===== src/sudoku_geom_pkg.sv =====
package sudoku_geom_pkg;

  // digits, rows and columns per side
  localparam int GRID_DIM = 9;
  localparam int BOX_DIM = 3;
  localparam int NUM_CELLS = GRID_DIM * GRID_DIM;

  // bit n set means digit n+1 is still possible
  typedef logic [GRID_DIM-1:0] cand_t;

  // nine cells of one row, column 0 in the low bits
  typedef cand_t [GRID_DIM-1:0] row_data_t;

  typedef logic [GRID_DIM-1:0] row_sel_t; // one-hot row enable

  // bit 0 covers columns 0 to 2
  typedef logic [BOX_DIM-1:0] third_en_t;

  typedef logic [$clog2(GRID_DIM)-1:0] row_addr_t;

  localparam cand_t ALL_CANDIDATES = '1;

endpackage

===== src/solver_ctrl_pkg.sv =====
package solver_ctrl_pkg;

  typedef enum logic [2:0] {
    S_IDLE,
    S_CHECK,     // look at progress flags, then clear them
    S_ROW_SCAN,  // read one row and accumulate masks
    S_ROW_SAVE,
    S_BOX_SAVE,  // three box masks into the current band
    S_COL_SAVE
  } sweep_state_t;

  // check, scan and save per row, one box save per band, one column save
  localparam int PASS_CYCLES =
    1 + 2 * sudoku_geom_pkg::GRID_DIM + sudoku_geom_pkg::BOX_DIM + 1;

  // last row of each band
  localparam sudoku_geom_pkg::row_sel_t BAND_LAST_ROWS = 9'b100_100_100;

endpackage


===== src/grid_access_if.sv =====
interface grid_access_if;
  import sudoku_geom_pkg::*;

  row_sel_t row_sel;
  third_en_t third_en;
  logic mask_write; // 0 loads, 1 removes candidates
  row_data_t wdata;
  row_data_t rdata; // combinational, lowest selected row

  modport sweeper (
    output row_sel,
    output third_en,
    output mask_write,
    output wdata,
    input  rdata
  );

  modport array (
    input  row_sel,
    input  third_en,
    input  mask_write,
    input  wdata,
    output rdata
  );

endinterface


===== src/sudoku_solver.sv =====
module sudoku_solver (
  input  logic clk,
  input  logic reset,
  input  sudoku_geom_pkg::row_addr_t row_addr_i,
  input  sudoku_geom_pkg::third_en_t third_en_i,
  input  logic mask_write_i,
  input  sudoku_geom_pkg::row_data_t wdata_i,
  output sudoku_geom_pkg::row_data_t rdata_o,
  input  logic start_solve_i,
  input  logic abort_i,
  output logic busy_o,
  output logic solved_o,
  output logic stuck_o,
  output logic illegal_o
);
  import sudoku_geom_pkg::*;

  grid_access_if host_if ();
  grid_access_if sweep_if ();

  logic progress;
  logic any_empty;
  logic latch_progress;

  // rows past the grid select nothing
  assign host_if.row_sel = (row_addr_i < GRID_DIM) ? row_sel_t'(1) << row_addr_i : '0;
  assign host_if.third_en = third_en_i;
  assign host_if.mask_write = mask_write_i;
  assign host_if.wdata = wdata_i;

  assign rdata_o = busy_o ? '1 : host_if.rdata; // grid is in flux while solving

  cell_array u_cell_array (
    .clk              (clk),
    .reset            (reset),
    .host             (host_if.array),
    .sweep            (sweep_if.array),
    .busy_i           (busy_o),
    .latch_progress_i (latch_progress),
    .progress_o       (progress),
    .any_empty_o      (any_empty),
    .all_fixed_o      (solved_o)
  );

  constraint_sweep u_sweep (
    .clk              (clk),
    .reset            (reset),
    .access           (sweep_if.sweeper),
    .start_solve_i    (start_solve_i),
    .abort_i          (abort_i),
    .progress_i       (progress),
    .any_empty_i      (any_empty),
    .all_fixed_i      (solved_o),
    .busy_o           (busy_o),
    .latch_progress_o (latch_progress),
    .stuck_o          (stuck_o),
    .illegal_o        (illegal_o)
  );

endmodule


===== src/constraint_sweep.sv =====
module constraint_sweep (
  input  logic clk,
  input  logic reset,
  grid_access_if.sweeper access,
  input  logic start_solve_i,
  input  logic abort_i,
  input  logic progress_i,
  input  logic any_empty_i,
  input  logic all_fixed_i,
  output logic busy_o,
  output logic latch_progress_o,
  output logic stuck_o,
  output logic illegal_o
);
  import sudoku_geom_pkg::*;
  import solver_ctrl_pkg::*;

  sweep_state_t state;
  row_sel_t row_ptr; // one-hot, row being scanned
  logic first_pass;

  cand_t col_mask [GRID_DIM];
  cand_t box_mask [BOX_DIM];
  cand_t row_mask;

  cand_t scan_fixed [GRID_DIM]; // settled digits of the row on rdata
  cand_t box_scan [BOX_DIM];
  cand_t scan_row;

  logic writing;
  logic done_exit;
  logic stall_exit;

  // only a cell with a single candidate eliminates anything
  function automatic cand_t fixed_digit(cand_t c);
    return $onehot(c) ? c : '0;
  endfunction

  always_comb begin
    scan_row = ALL_CANDIDATES;
    for (int b = 0; b < BOX_DIM; b++) begin
      box_scan[b] = ALL_CANDIDATES;
    end
    for (int c = 0; c < GRID_DIM; c++) begin
      scan_fixed[c] = fixed_digit(access.rdata[c]);
      scan_row = scan_row & ~scan_fixed[c];
      box_scan[c / BOX_DIM] = box_scan[c / BOX_DIM] & ~scan_fixed[c];
    end
  end

  assign busy_o = (state != S_IDLE);
  assign latch_progress_o = (state == S_CHECK);
  assign writing = state inside {S_ROW_SAVE, S_BOX_SAVE, S_COL_SAVE};

  assign done_exit = all_fixed_i | any_empty_i | abort_i;
  assign stall_exit = (state == S_CHECK) && !progress_i && !first_pass;

  assign access.third_en = {BOX_DIM{writing}};
  assign access.mask_write = writing;

  always_comb begin
    access.row_sel = '0;
    access.wdata = '0;
    unique case (state)
      S_ROW_SCAN: access.row_sel = row_ptr;
      S_ROW_SAVE: begin
        access.row_sel = row_ptr;
        access.wdata = {GRID_DIM{row_mask}};
      end
      S_BOX_SAVE: begin
        access.row_sel = row_ptr | (row_ptr >> 1) | (row_ptr >> 2); // whole band
        for (int c = 0; c < GRID_DIM; c++) begin
          access.wdata[c] = box_mask[c / BOX_DIM];
        end
      end
      S_COL_SAVE: begin
        access.row_sel = '1;
        for (int c = 0; c < GRID_DIM; c++) begin
          access.wdata[c] = col_mask[c];
        end
      end
      default: begin
      end
    endcase
  end

  always_ff @(posedge clk) begin
    if (reset) begin
      state <= S_IDLE;
      row_ptr <= '0;
      first_pass <= 1'b0;
      stuck_o <= 1'b0;
      illegal_o <= 1'b0;
    end else if (busy_o) begin
      if (done_exit) begin
        stuck_o <= any_empty_i; // an illegal grid reads as stuck too
        illegal_o <= any_empty_i;
        row_ptr <= '0;
        state <= S_IDLE;
      end else begin
        unique case (state)
          S_CHECK: begin
            if (stall_exit) begin
              stuck_o <= 1'b1;
              state <= S_IDLE;
            end else begin
              first_pass <= 1'b0;
              row_ptr <= row_sel_t'(1);
              state <= S_ROW_SCAN;
            end
          end
          S_ROW_SCAN: state <= S_ROW_SAVE;
          S_ROW_SAVE: begin
            if ((row_ptr & BAND_LAST_ROWS) != '0) begin
              state <= S_BOX_SAVE;
            end else begin
              row_ptr <= row_ptr << 1;
              state <= S_ROW_SCAN;
            end
          end
          S_BOX_SAVE: begin
            if (row_ptr[GRID_DIM-1]) begin
              state <= S_COL_SAVE;
            end else begin
              row_ptr <= row_ptr << 1;
              state <= S_ROW_SCAN;
            end
          end
          S_COL_SAVE: begin
            row_ptr <= '0;
            state <= S_CHECK;
          end
          default: state <= S_IDLE;
        endcase
      end
    end else if (start_solve_i && !all_fixed_i) begin
      stuck_o <= 1'b0;
      illegal_o <= 1'b0;
      first_pass <= 1'b1; // progress from host writes means nothing yet
      state <= S_CHECK;
    end
  end

  always_ff @(posedge clk) begin
    if (state == S_CHECK) begin
      for (int c = 0; c < GRID_DIM; c++) begin
        col_mask[c] <= ALL_CANDIDATES;
      end
      for (int b = 0; b < BOX_DIM; b++) begin
        box_mask[b] <= ALL_CANDIDATES;
      end
    end else if (state == S_ROW_SCAN) begin
      row_mask <= scan_row;
      for (int c = 0; c < GRID_DIM; c++) begin
        col_mask[c] <= col_mask[c] & ~scan_fixed[c];
      end
      for (int b = 0; b < BOX_DIM; b++) begin
        box_mask[b] <= box_mask[b] & box_scan[b];
      end
    end else if (state == S_BOX_SAVE) begin
      for (int b = 0; b < BOX_DIM; b++) begin
        box_mask[b] <= ALL_CANDIDATES; // next band starts clean
      end
    end
  end

  a_row_onehot: assert property (
    @(posedge clk) disable iff (reset)
    (state inside {S_ROW_SCAN, S_ROW_SAVE}) |-> $onehot0(access.row_sel)
  );

  a_busy_exit: assert property (
    @(posedge clk) disable iff (reset)
    $fell(busy_o) |-> $past(done_exit || stall_exit)
  );

endmodule


===== src/cell_array.sv =====
module cell_array (
  input  logic clk,
  input  logic reset,
  grid_access_if.array host,
  grid_access_if.array sweep,
  input  logic busy_i,
  input  logic latch_progress_i,
  output logic progress_o,
  output logic any_empty_o,
  output logic all_fixed_o
);
  import sudoku_geom_pkg::*;

  row_sel_t sel_row;
  third_en_t sel_third;
  logic sel_mask_write;
  row_data_t sel_wdata;
  row_data_t row_read;

  cand_t cand [GRID_DIM][GRID_DIM];
  logic [NUM_CELLS-1:0] cell_progress;
  logic [NUM_CELLS-1:0] cell_fixed;
  logic [NUM_CELLS-1:0] cell_empty;

  // sweeper owns the grid for the whole solve
  assign sel_row = busy_i ? sweep.row_sel : host.row_sel;
  assign sel_third = busy_i ? sweep.third_en : host.third_en;
  assign sel_mask_write = busy_i ? sweep.mask_write : host.mask_write;
  assign sel_wdata = busy_i ? sweep.wdata : host.wdata;

  for (genvar r = 0; r < GRID_DIM; r++) begin : g_row
    for (genvar c = 0; c < GRID_DIM; c++) begin : g_col
      sudoku_cell u_cell (
        .clk              (clk),
        .reset            (reset),
        .we_i             (sel_row[r] & sel_third[c / BOX_DIM]),
        .mask_write_i     (sel_mask_write),
        .wdata_i          (sel_wdata[c]),
        .latch_progress_i (latch_progress_i),
        .cand_o           (cand[r][c]),
        .progress_o       (cell_progress[r * GRID_DIM + c]),
        .fixed_o          (cell_fixed[r * GRID_DIM + c]),
        .empty_o          (cell_empty[r * GRID_DIM + c])
      );
    end
  end

  // scan from the top so the lowest selected row is left on the bus
  always_comb begin
    row_read = '0;
    for (int r = GRID_DIM - 1; r >= 0; r--) begin
      if (sel_row[r]) begin
        for (int c = 0; c < GRID_DIM; c++) begin
          row_read[c] = cand[r][c];
        end
      end
    end
  end

  assign host.rdata = row_read;
  assign sweep.rdata = row_read;

  assign progress_o = |cell_progress;
  assign any_empty_o = |cell_empty;
  assign all_fixed_o = &cell_fixed;

endmodule


===== src/sudoku_cell.sv =====
module sudoku_cell (
  input  logic clk,
  input  logic reset,
  input  logic we_i,
  input  logic mask_write_i,
  input  sudoku_geom_pkg::cand_t wdata_i,
  input  logic latch_progress_i,
  output sudoku_geom_pkg::cand_t cand_o,
  output logic progress_o,
  output logic fixed_o,
  output logic empty_o
);
  import sudoku_geom_pkg::*;

  cand_t cand_q;
  logic progress_q;
  logic strikes; // mask write that takes away at least one candidate

  assign fixed_o = $onehot(cand_q);
  assign empty_o = (cand_q == '0);

  assign strikes = we_i && mask_write_i && !fixed_o &&
                   ((cand_q & ~wdata_i) != '0);

  always_ff @(posedge clk) begin
    if (reset) begin
      cand_q <= ALL_CANDIDATES;
    end else if (we_i) begin
      if (!mask_write_i) begin
        cand_q <= wdata_i;
      end else if (!fixed_o) begin
        cand_q <= cand_q & wdata_i; // a settled digit stays put
      end
    end
  end

  always_ff @(posedge clk) begin
    if (reset || latch_progress_i) begin
      progress_q <= 1'b0;
    end else if (strikes) begin
      progress_q <= 1'b1;
    end
  end

  assign cand_o = cand_q;
  assign progress_o = progress_q;

  // masking never moves a settled digit and every loss on an open cell raises progress
  a_fixed_kept: assert property (
    @(posedge clk) disable iff (reset)
    (we_i && mask_write_i) |=> $stable(cand_q) || (!$past(fixed_o) && progress_q)
  );

endmodule


===== config.mk =====
export PLATFORM = sky130hd
export DESIGN_NAME = sudoku_solver
export DESIGN_NICKNAME = d
export VERILOG_FILES = /design/src/sudoku_geom_pkg.sv /design/src/solver_ctrl_pkg.sv /design/src/grid_access_if.sv /design/src/sudoku_solver.sv /design/src/constraint_sweep.sv /design/src/cell_array.sv /design/src/sudoku_cell.sv
export SDC_FILE = /design/constraint.sdc
export NUM_CORES = 2
export LEC_CHECK = 0
export BUFFER_PORTS_ARGS = -buffer_cell sky130_fd_sc_hd__buf_2
export CAP_MARGIN = 20
export CORE_MARGIN = 5
export CORE_UTILIZATION = 40
export CTS_BUF_LIST = sky130_fd_sc_hd__clkbuf_4 sky130_fd_sc_hd__clkbuf_8
export DETAILED_ROUTE_END_ITERATION = 10
export GPL_TIMING_DRIVEN = 1
export PLACE_DENSITY = 0.66
export SYNTH_ARGS = -nofsm -noshare
export SYNTH_HDL_FRONTEND = slang
export SYNTH_SLANG_ARGS = --single-unit

===== constraint.sdc =====
create_clock -name clk -period 6.3 [get_ports clk]
set_input_delay 0.315 -clock clk [delete_from_list [all_inputs] [get_ports clk]]
set_output_delay 0.315 -clock clk [all_outputs]
set_load 0.02 [all_outputs]

# Word-level counts from Yosys, hierarchy flattened
# Memory sizes are Yosys's and may differ from the RTL's.
# Cells that the tools add are included.
# W data, S select, Z words.
dict set report word_totals {
  regBits 834
  ram_bits 108
  inputBits 93
  elab_cells 2100
  n_memories 2
}
# memory depth word_bits read_ports rd_ports_with_merged_regs write_ports line_no
set mem_list {}
lappend mem_list {u_sweep.col_mask 9 9 9 0 9 constraint_sweep.sv:22} ;# cand_t col_mask [GRID_DIM];
lappend mem_list {u_sweep.box_mask 3 9 3 0 3 constraint_sweep.sv:23} ;# cand_t box_mask [BOX_DIM];
dict set report op_classes {
  addsub 720
  n_lt_le_gt_ge 1
  n_eq_ne 185
  n_shift 1
  mux 236
  bitwise_logic 251
  n_reduce_logical 535
}
# op count
set op_table {}
lappend op_table {{$mux W9} 192}
lappend op_table {{$and A9 B9 Y9} 186}
lappend op_table {{$mux W81} 11}
lappend op_table {{$reduce_bool A9 Y1} 82}
lappend op_table {{$logic_not A9 Y1} 81}
lappend op_table {{$add A1 B1 Y2} 360}
lappend op_table {{$add A4 B1 Y4} 90}
lappend op_table {{$eq A4 B1 Y1 const B} 90}
lappend op_table {{$add A4 B2 Y4} 81}
lappend op_table {{$add A4 B3 Y4} 81}
lappend op_table {{$add A2 B2 Y3} 81}
lappend op_table {{$pmux W81 S3} 1}
lappend op_table {{$logic_and A1 B1 Y1} 192}
lappend op_table {{$ne A2 B2 Y1 const B} 83}
lappend op_table {{$reduce_and A2 Y1} 83}
lappend op_table {{$not A9 Y9} 18}
lappend op_table {{$reduce_or A81 Y1} 2}
lappend op_table {{$add A4 B4 Y4} 27}
lappend op_table {{$logic_not A1 Y1} 84}
lappend op_table {{$reduce_and A81 Y1} 1}
lappend op_table {{$pmux W9 S4} 1}
lappend op_table {{$and A1 B1 Y1} 27}
lappend op_table {{$pmux W9 S3} 1}
lappend op_table {{$mux W1} 22}
lappend op_table {{other kinds (24)} 52}

# Logic depth before layout (Yosys ltp)
dict set report logic_depth {
  depth_word 28
  ltp_mapped 26
  depth_no_buf 21
}

# Hierarchy
# A second synthesis with hierarchy kept.
dict set report hier_totals {
  hier_cells 8296
  hier_area_um2 72664.7
}
# module instances cells_each area_each_um2
set modules_own_cells {}
lappend modules_own_cells {sudoku_cell 81 65 634.4}
lappend modules_own_cells {cell_array 1 1915 11776.3}
lappend modules_own_cells {constraint_sweep 1 1017 8808.4}
lappend modules_own_cells {sudoku_solver 1 99 696.9}

# Least setup slack after synthesis
# No wires, ideal clock.
dict set report synth_timing {
  kind {input to register}
  from {in row_addr_i[2]}
  to {mem u_sweep.box_mask[0][0] in the netlist's numbering, data pin}
  setup_ps 256
  arrival_ps 5613
  t_required_ps 6044
  setup_slack_ps 431
  path_stages 21
  cell_sequence {clkbuf_1 > or4b_2 > o221ai_4 > and3_1 > buf_4 > buf_4 > nand2_1 > a311oi_1 > a2111oi_0 > a311oi_2 > ha_1 > inv_1 > fa_1 > fa_1 > inv_1 > ha_1 > fa_1 > nor4_1 > clkbuf_1 > nand2_1 > a41o_1}
}
# item line_no
set synth_rtl {}
lappend synth_rtl {{from (decl)} sudoku_solver.sv:4} ;# input sudoku_geom_pkg::row_addr_t row_addr_i,
lappend synth_rtl {{to (decl)} constraint_sweep.sv:23}

# Final worst setup path
dict set report layout_timing {
  from {reg u_cell_array.g_row[0].g_col[4].u_cell.cand_q[0]}
  to {out solved_o}
}
dict set report layout_between {
  elab_chain_len 6
}
# item line_no
set layout_rtl {}
lappend layout_rtl {{from (decl)} sudoku_cell.sv:15} ;# cand_t cand_q;
lappend layout_rtl {{from (signal assigned)} sudoku_cell.sv:30} ;# cand_q <= wdata_i;
lappend layout_rtl {{from (signal assigned)} sudoku_cell.sv:32} ;# cand_q <= cand_q & wdata_i;
lappend layout_rtl {{$add A1 B1 Y2 (implied by the code)} sudoku_cell.sv:19} ;# assign fixed_o = $onehot(cand_q);
lappend layout_rtl {{$add A4 B2 Y4 (implied by the code)} sudoku_cell.sv:19}
lappend layout_rtl {{$add A4 B3 Y4 (implied by the code)} sudoku_cell.sv:19}
lappend layout_rtl {{$add A4 B1 Y4 (implied by the code)} sudoku_cell.sv:19}
lappend layout_rtl {{$eq A4 B1 Y1} sudoku_cell.sv:19}
lappend layout_rtl {{$reduce_and A81 Y1} cell_array.sv:65} ;# assign all_fixed_o = &cell_fixed;
lappend layout_rtl {{to (decl)} sudoku_solver.sv:12} ;# output logic solved_o,
# No other way between the ends.

==> results.sh <==
export IMPL_cp_top_family="adder cells"
export IMPL_clk_pin_slew_worst_paths_ns=0.07
export IMPL_power_density_nw_per_um2=257.1
export IMPL_pre_cts_slack_ns=-0.1281
export IMPL_grt_pass1_wl_microns=502300
export IMPL_dr_first_iter_drc_count=11900
export IMPL_crit_type="flop to output pin"
export IMPL_vias_per_cell=6.510
export IMPL_clock_root_buffer="clkbuf_8"
export IMPL_synth_ff_type="dfxtp_1"
export IMPL_max_clock_freq_ghz=0.1543
export IMPL_cts_tree="done"
export IMPL_synth_top_area_frac=0.2359
export IMPL_finalNetCount=9960
export IMPL_synth_area_per_cell_sq_um=8.468
export IMPL_hp_class="input port to flop"
export IMPL_cp_slowest_cell="or4_4"
export IMPL_rsz0062_at_grt="true"
export IMPL_slowest_delay_ns=0.64
export IMPL_swShare=0.3899
export IMPL_wire_per_inst_microns=31.64
export IMPL_synthesis_nets=9424
export IMPL_yosysWarnings=0
export IMPL_leakage_nw=37.53
export IMPL_drc=0
export IMPL_finalCritPeriodShare=1.029
export IMPL_cp_end_kind="output pin"
export IMPL_intPower_mw=12.97
export IMPL_insertion_delay_ns=1.00
export IMPL_totalWireLength_microns=357400
export IMPL_htreeDepth=4
export IMPL_dieArea_sq_um=183500
export IMPL_power_total_mw=21.27
export IMPL_hold_viol=0
export IMPL_antenna_left=0
export IMPL_synth_area_leader_cell="dfxtp_1"
export IMPL_setup_viol=1
export IMPL_combPwrFrac=0.380
export IMPL_cts_made_buffers=172
export IMPL_syn_inst=8269
export IMPL_drive_above_1_share=0.1680
export IMPL_worstPathCellList="inv_2 > ha_4 > inv_2 > fa_1 > fa_1 > fa_1 > inv_1 > ha_2 > inv_2 > fa_2 > a211oi_2 > mux2i_1 > nor4bb_1 > buf_4 > and4_1 > nand4_1 > or4_4 > nor2_4 > buf_6"
export IMPL_clock_skew_ns=0.06250
export IMPL_die_x_microns=428.4
export IMPL_yosys_top_cells_area="dfxtp_1 24%, fa_1 13%, ha_1 11%"
export IMPL_critPathLaunchType="flop"
export IMPL_dp_final_hpwl_microns=273500
export IMPL_async_flop_share=0
export IMPL_io_pins=178
export IMPL_synthesis_area_sq_um=70020
export IMPL_required_ns=5.98
export IMPL_globalRoute_totalOverflow=0
export IMPL_numClockSinks=942
export IMPL_final_max_slew_viol_count=0
export IMPL_power_frac_seq=0.302
export IMPL_areaGrowthSynthToFinish_pct=18.11
export IMPL_io_buffers=177
export IMPL_grt_max_degree=192
export IMPL_synth_edff_count=117
export IMPL_maxCapViolCount=0
export IMPL_cp_max_fo=4
export IMPL_rows=153
export IMPL_dr_pass1_iters=10
export IMPL_ys_seq_elements=942
export IMPL_initial_core_util=0.4024
export IMPL_track_usage=0.3724
export IMPL_min_period_ns=6.480
export IMPL_violations="negative setup slack"
export IMPL_vdd_drop_max_mv=0.2375
export IMPL_gp_congestion=1.068
export IMPL_synth_common_cells="1358 x inv_1, 1064 x nand2_1, 890 x o22ai_1"
export IMPL_hold_worst_slack_ns=0.04419
export IMPL_antenna_found_initial=39
export IMPL_clockBufferDepth=3
export IMPL_grt_pass1_vias=70040
export IMPL_p_sw_mw=8.292
export IMPL_worstMarginPinSlew_ns=1.366
export IMPL_vias=73530
export IMPL_cp_data_arrival_time_ns=6.17
export IMPL_slew_headroom=0.08958
export IMPL_setup_slack_ns=-0.1803
export IMPL_core_area_sq_um=174000
export IMPL_yosysMostFrequentCell="inv_1"
export IMPL_clkPwrFrac=0.318
export IMPL_crit_buf_inv=6
export IMPL_synth_distinct_cells=94
export IMPL_outcome="finished with violations"
export IMPL_die_h_microns=428.4
export IMPL_yosysSeqAreaShare=0.2860
export IMPL_fill_cells=16830
[logic make-up (layout without fill, tap and decap cells)]
logic type	Yosys count	count (layout)	share of synthesized area
AND/OR/NAND/NOR	2144	2144	0.1403
AO/OA/AOI/OAI	2281	2281	0.2322
other	0	22	0
XOR/XNOR	1	1	0.0001251
adder cells (fa/ha/maj)	1062	1062	0.2380
buffers and inverters	1817	2496	0.1001
multiplexers	22	22	0.003234
flip-flops	942	942	0.2860
[cell usage in the layout (no fill, tap or decap), types with 95 or more instances in the layout]
cell	n
clkbuf_8	213
inv_1	1341
buf_2	181
nand3_1	95
nor4_1	120
nand4_1	127
o21ai_0	179
buf_4	572
dfxtp_1	769
nand2_1	1058
a221oi_1	196
ha_1	586
fa_1	427
nor2_1	340
o22ai_1	890
edfxtp_1	117
a221o_1	120
a31oi_1	98
[final timing paths]
check                                                                      from                                              end  slack, ns  cells past startpoint
worst max register to register                                 u_sweep.state[1]                              u_sweep.row_mask[4]       0.10                     19
worst min register to register                                             flop                                             flop       0.47                      1
worst max-delay path            u_cell_array.g_row[0].g_col[4].u_cell.cand_o[0]                                         solved_o      -0.18                     19
worst min-delay path                                                wdata_i[49]  u_cell_array.g_row[8].g_col[5].u_cell.cand_o[4]       0.04                      5
[flip-flops by register name, indices dropped and copies added (netlist names)]
| signal | cells |
|---|---|
| u_sweep.state | 3 |
| u_sweep.box_mask | 27 |
| u_sweep.illegal_o | 1 |
| u_cell_array.g_row.g_col.u_cell.progress_o | 81 |
| u_sweep.stuck_o | 1 |
| u_sweep.row_mask | 9 |
| u_cell_array.g_row.g_col.u_cell.cand_o | 729 |
| u_sweep.first_pass | 1 |
| u_sweep.row_ptr | 9 |
| u_sweep.col_mask | 81 |
[power groups by stage]
stage | logic (mW) | registers (mW) | clock network [mW]
CTS | 7.69 | 6.41 | 6.76
global route | 8.42 | 6.42 | 7.02
global placement | 7.43 | 6.54 | 0
finish | 8.08 | 6.42 | 6.76
floorplan | 3.89 | 6.48 | 0
detailed placement | 7.54 | 6.54 | 0
[worst min-delay path: stages]
cell and delay [ns]:
buf_2 0.10, a221o_1 0.13, buf_4 0.25, o22ai_1 0.13, nand2_1 0.06
[per-layer routing]
metal,GRT usage,share of wire,vias to the layer above
met5,0.0002602,0.00044,-
met4,0.2916,0.098,22
met3,0.1310,0.14,1414
met2,0.5257,0.40,5688
met1,0.4605,0.36,35760
li1,-,-,30650
[stage by stage]
step | utilization | std cells | setup TNS (ns) | instance area, sq um
finish | 0.4753 | 11300 | -0.1803 | 82700
global route | 0.4750 | 11280 | -0.3207 | 82660
CTS | 0.4716 | 11260 | -0.09251 | 82070
detailed placement | 0.4447 | 10920 | -1.517 | 77380
global placement | 0.4445 | 10910 | -5.929 | 77350
floorplan | - | 8269 | 0 | 70020
[final cells by class]
class / instances / area, sq um / area share
multi-input combinational: 5510 / 44300 / 0.5357
antenna: 22 / 55.05 / 0.0006657
clock inverter: 38 / 429.2 / 0.005189
sequential: 942 / 20140 / 0.2436
clock buffer: 279 / 3427 / 0.04144
timing repair buffer: 819 / 6322 / 0.07645
tap: 2325 / 2909 / 0.03518
inverter: 1360 / 5115 / 0.06185
[repair_timing]
item	in CTS	in global routing
buffers inserted	13	15
gates resized for setup	176	142
setup endpoints to repair	23	64
hold buffers	13	0
hold endpoints to repair	50	0
pin swaps	73	98
(Power assumes the default switching activity.)
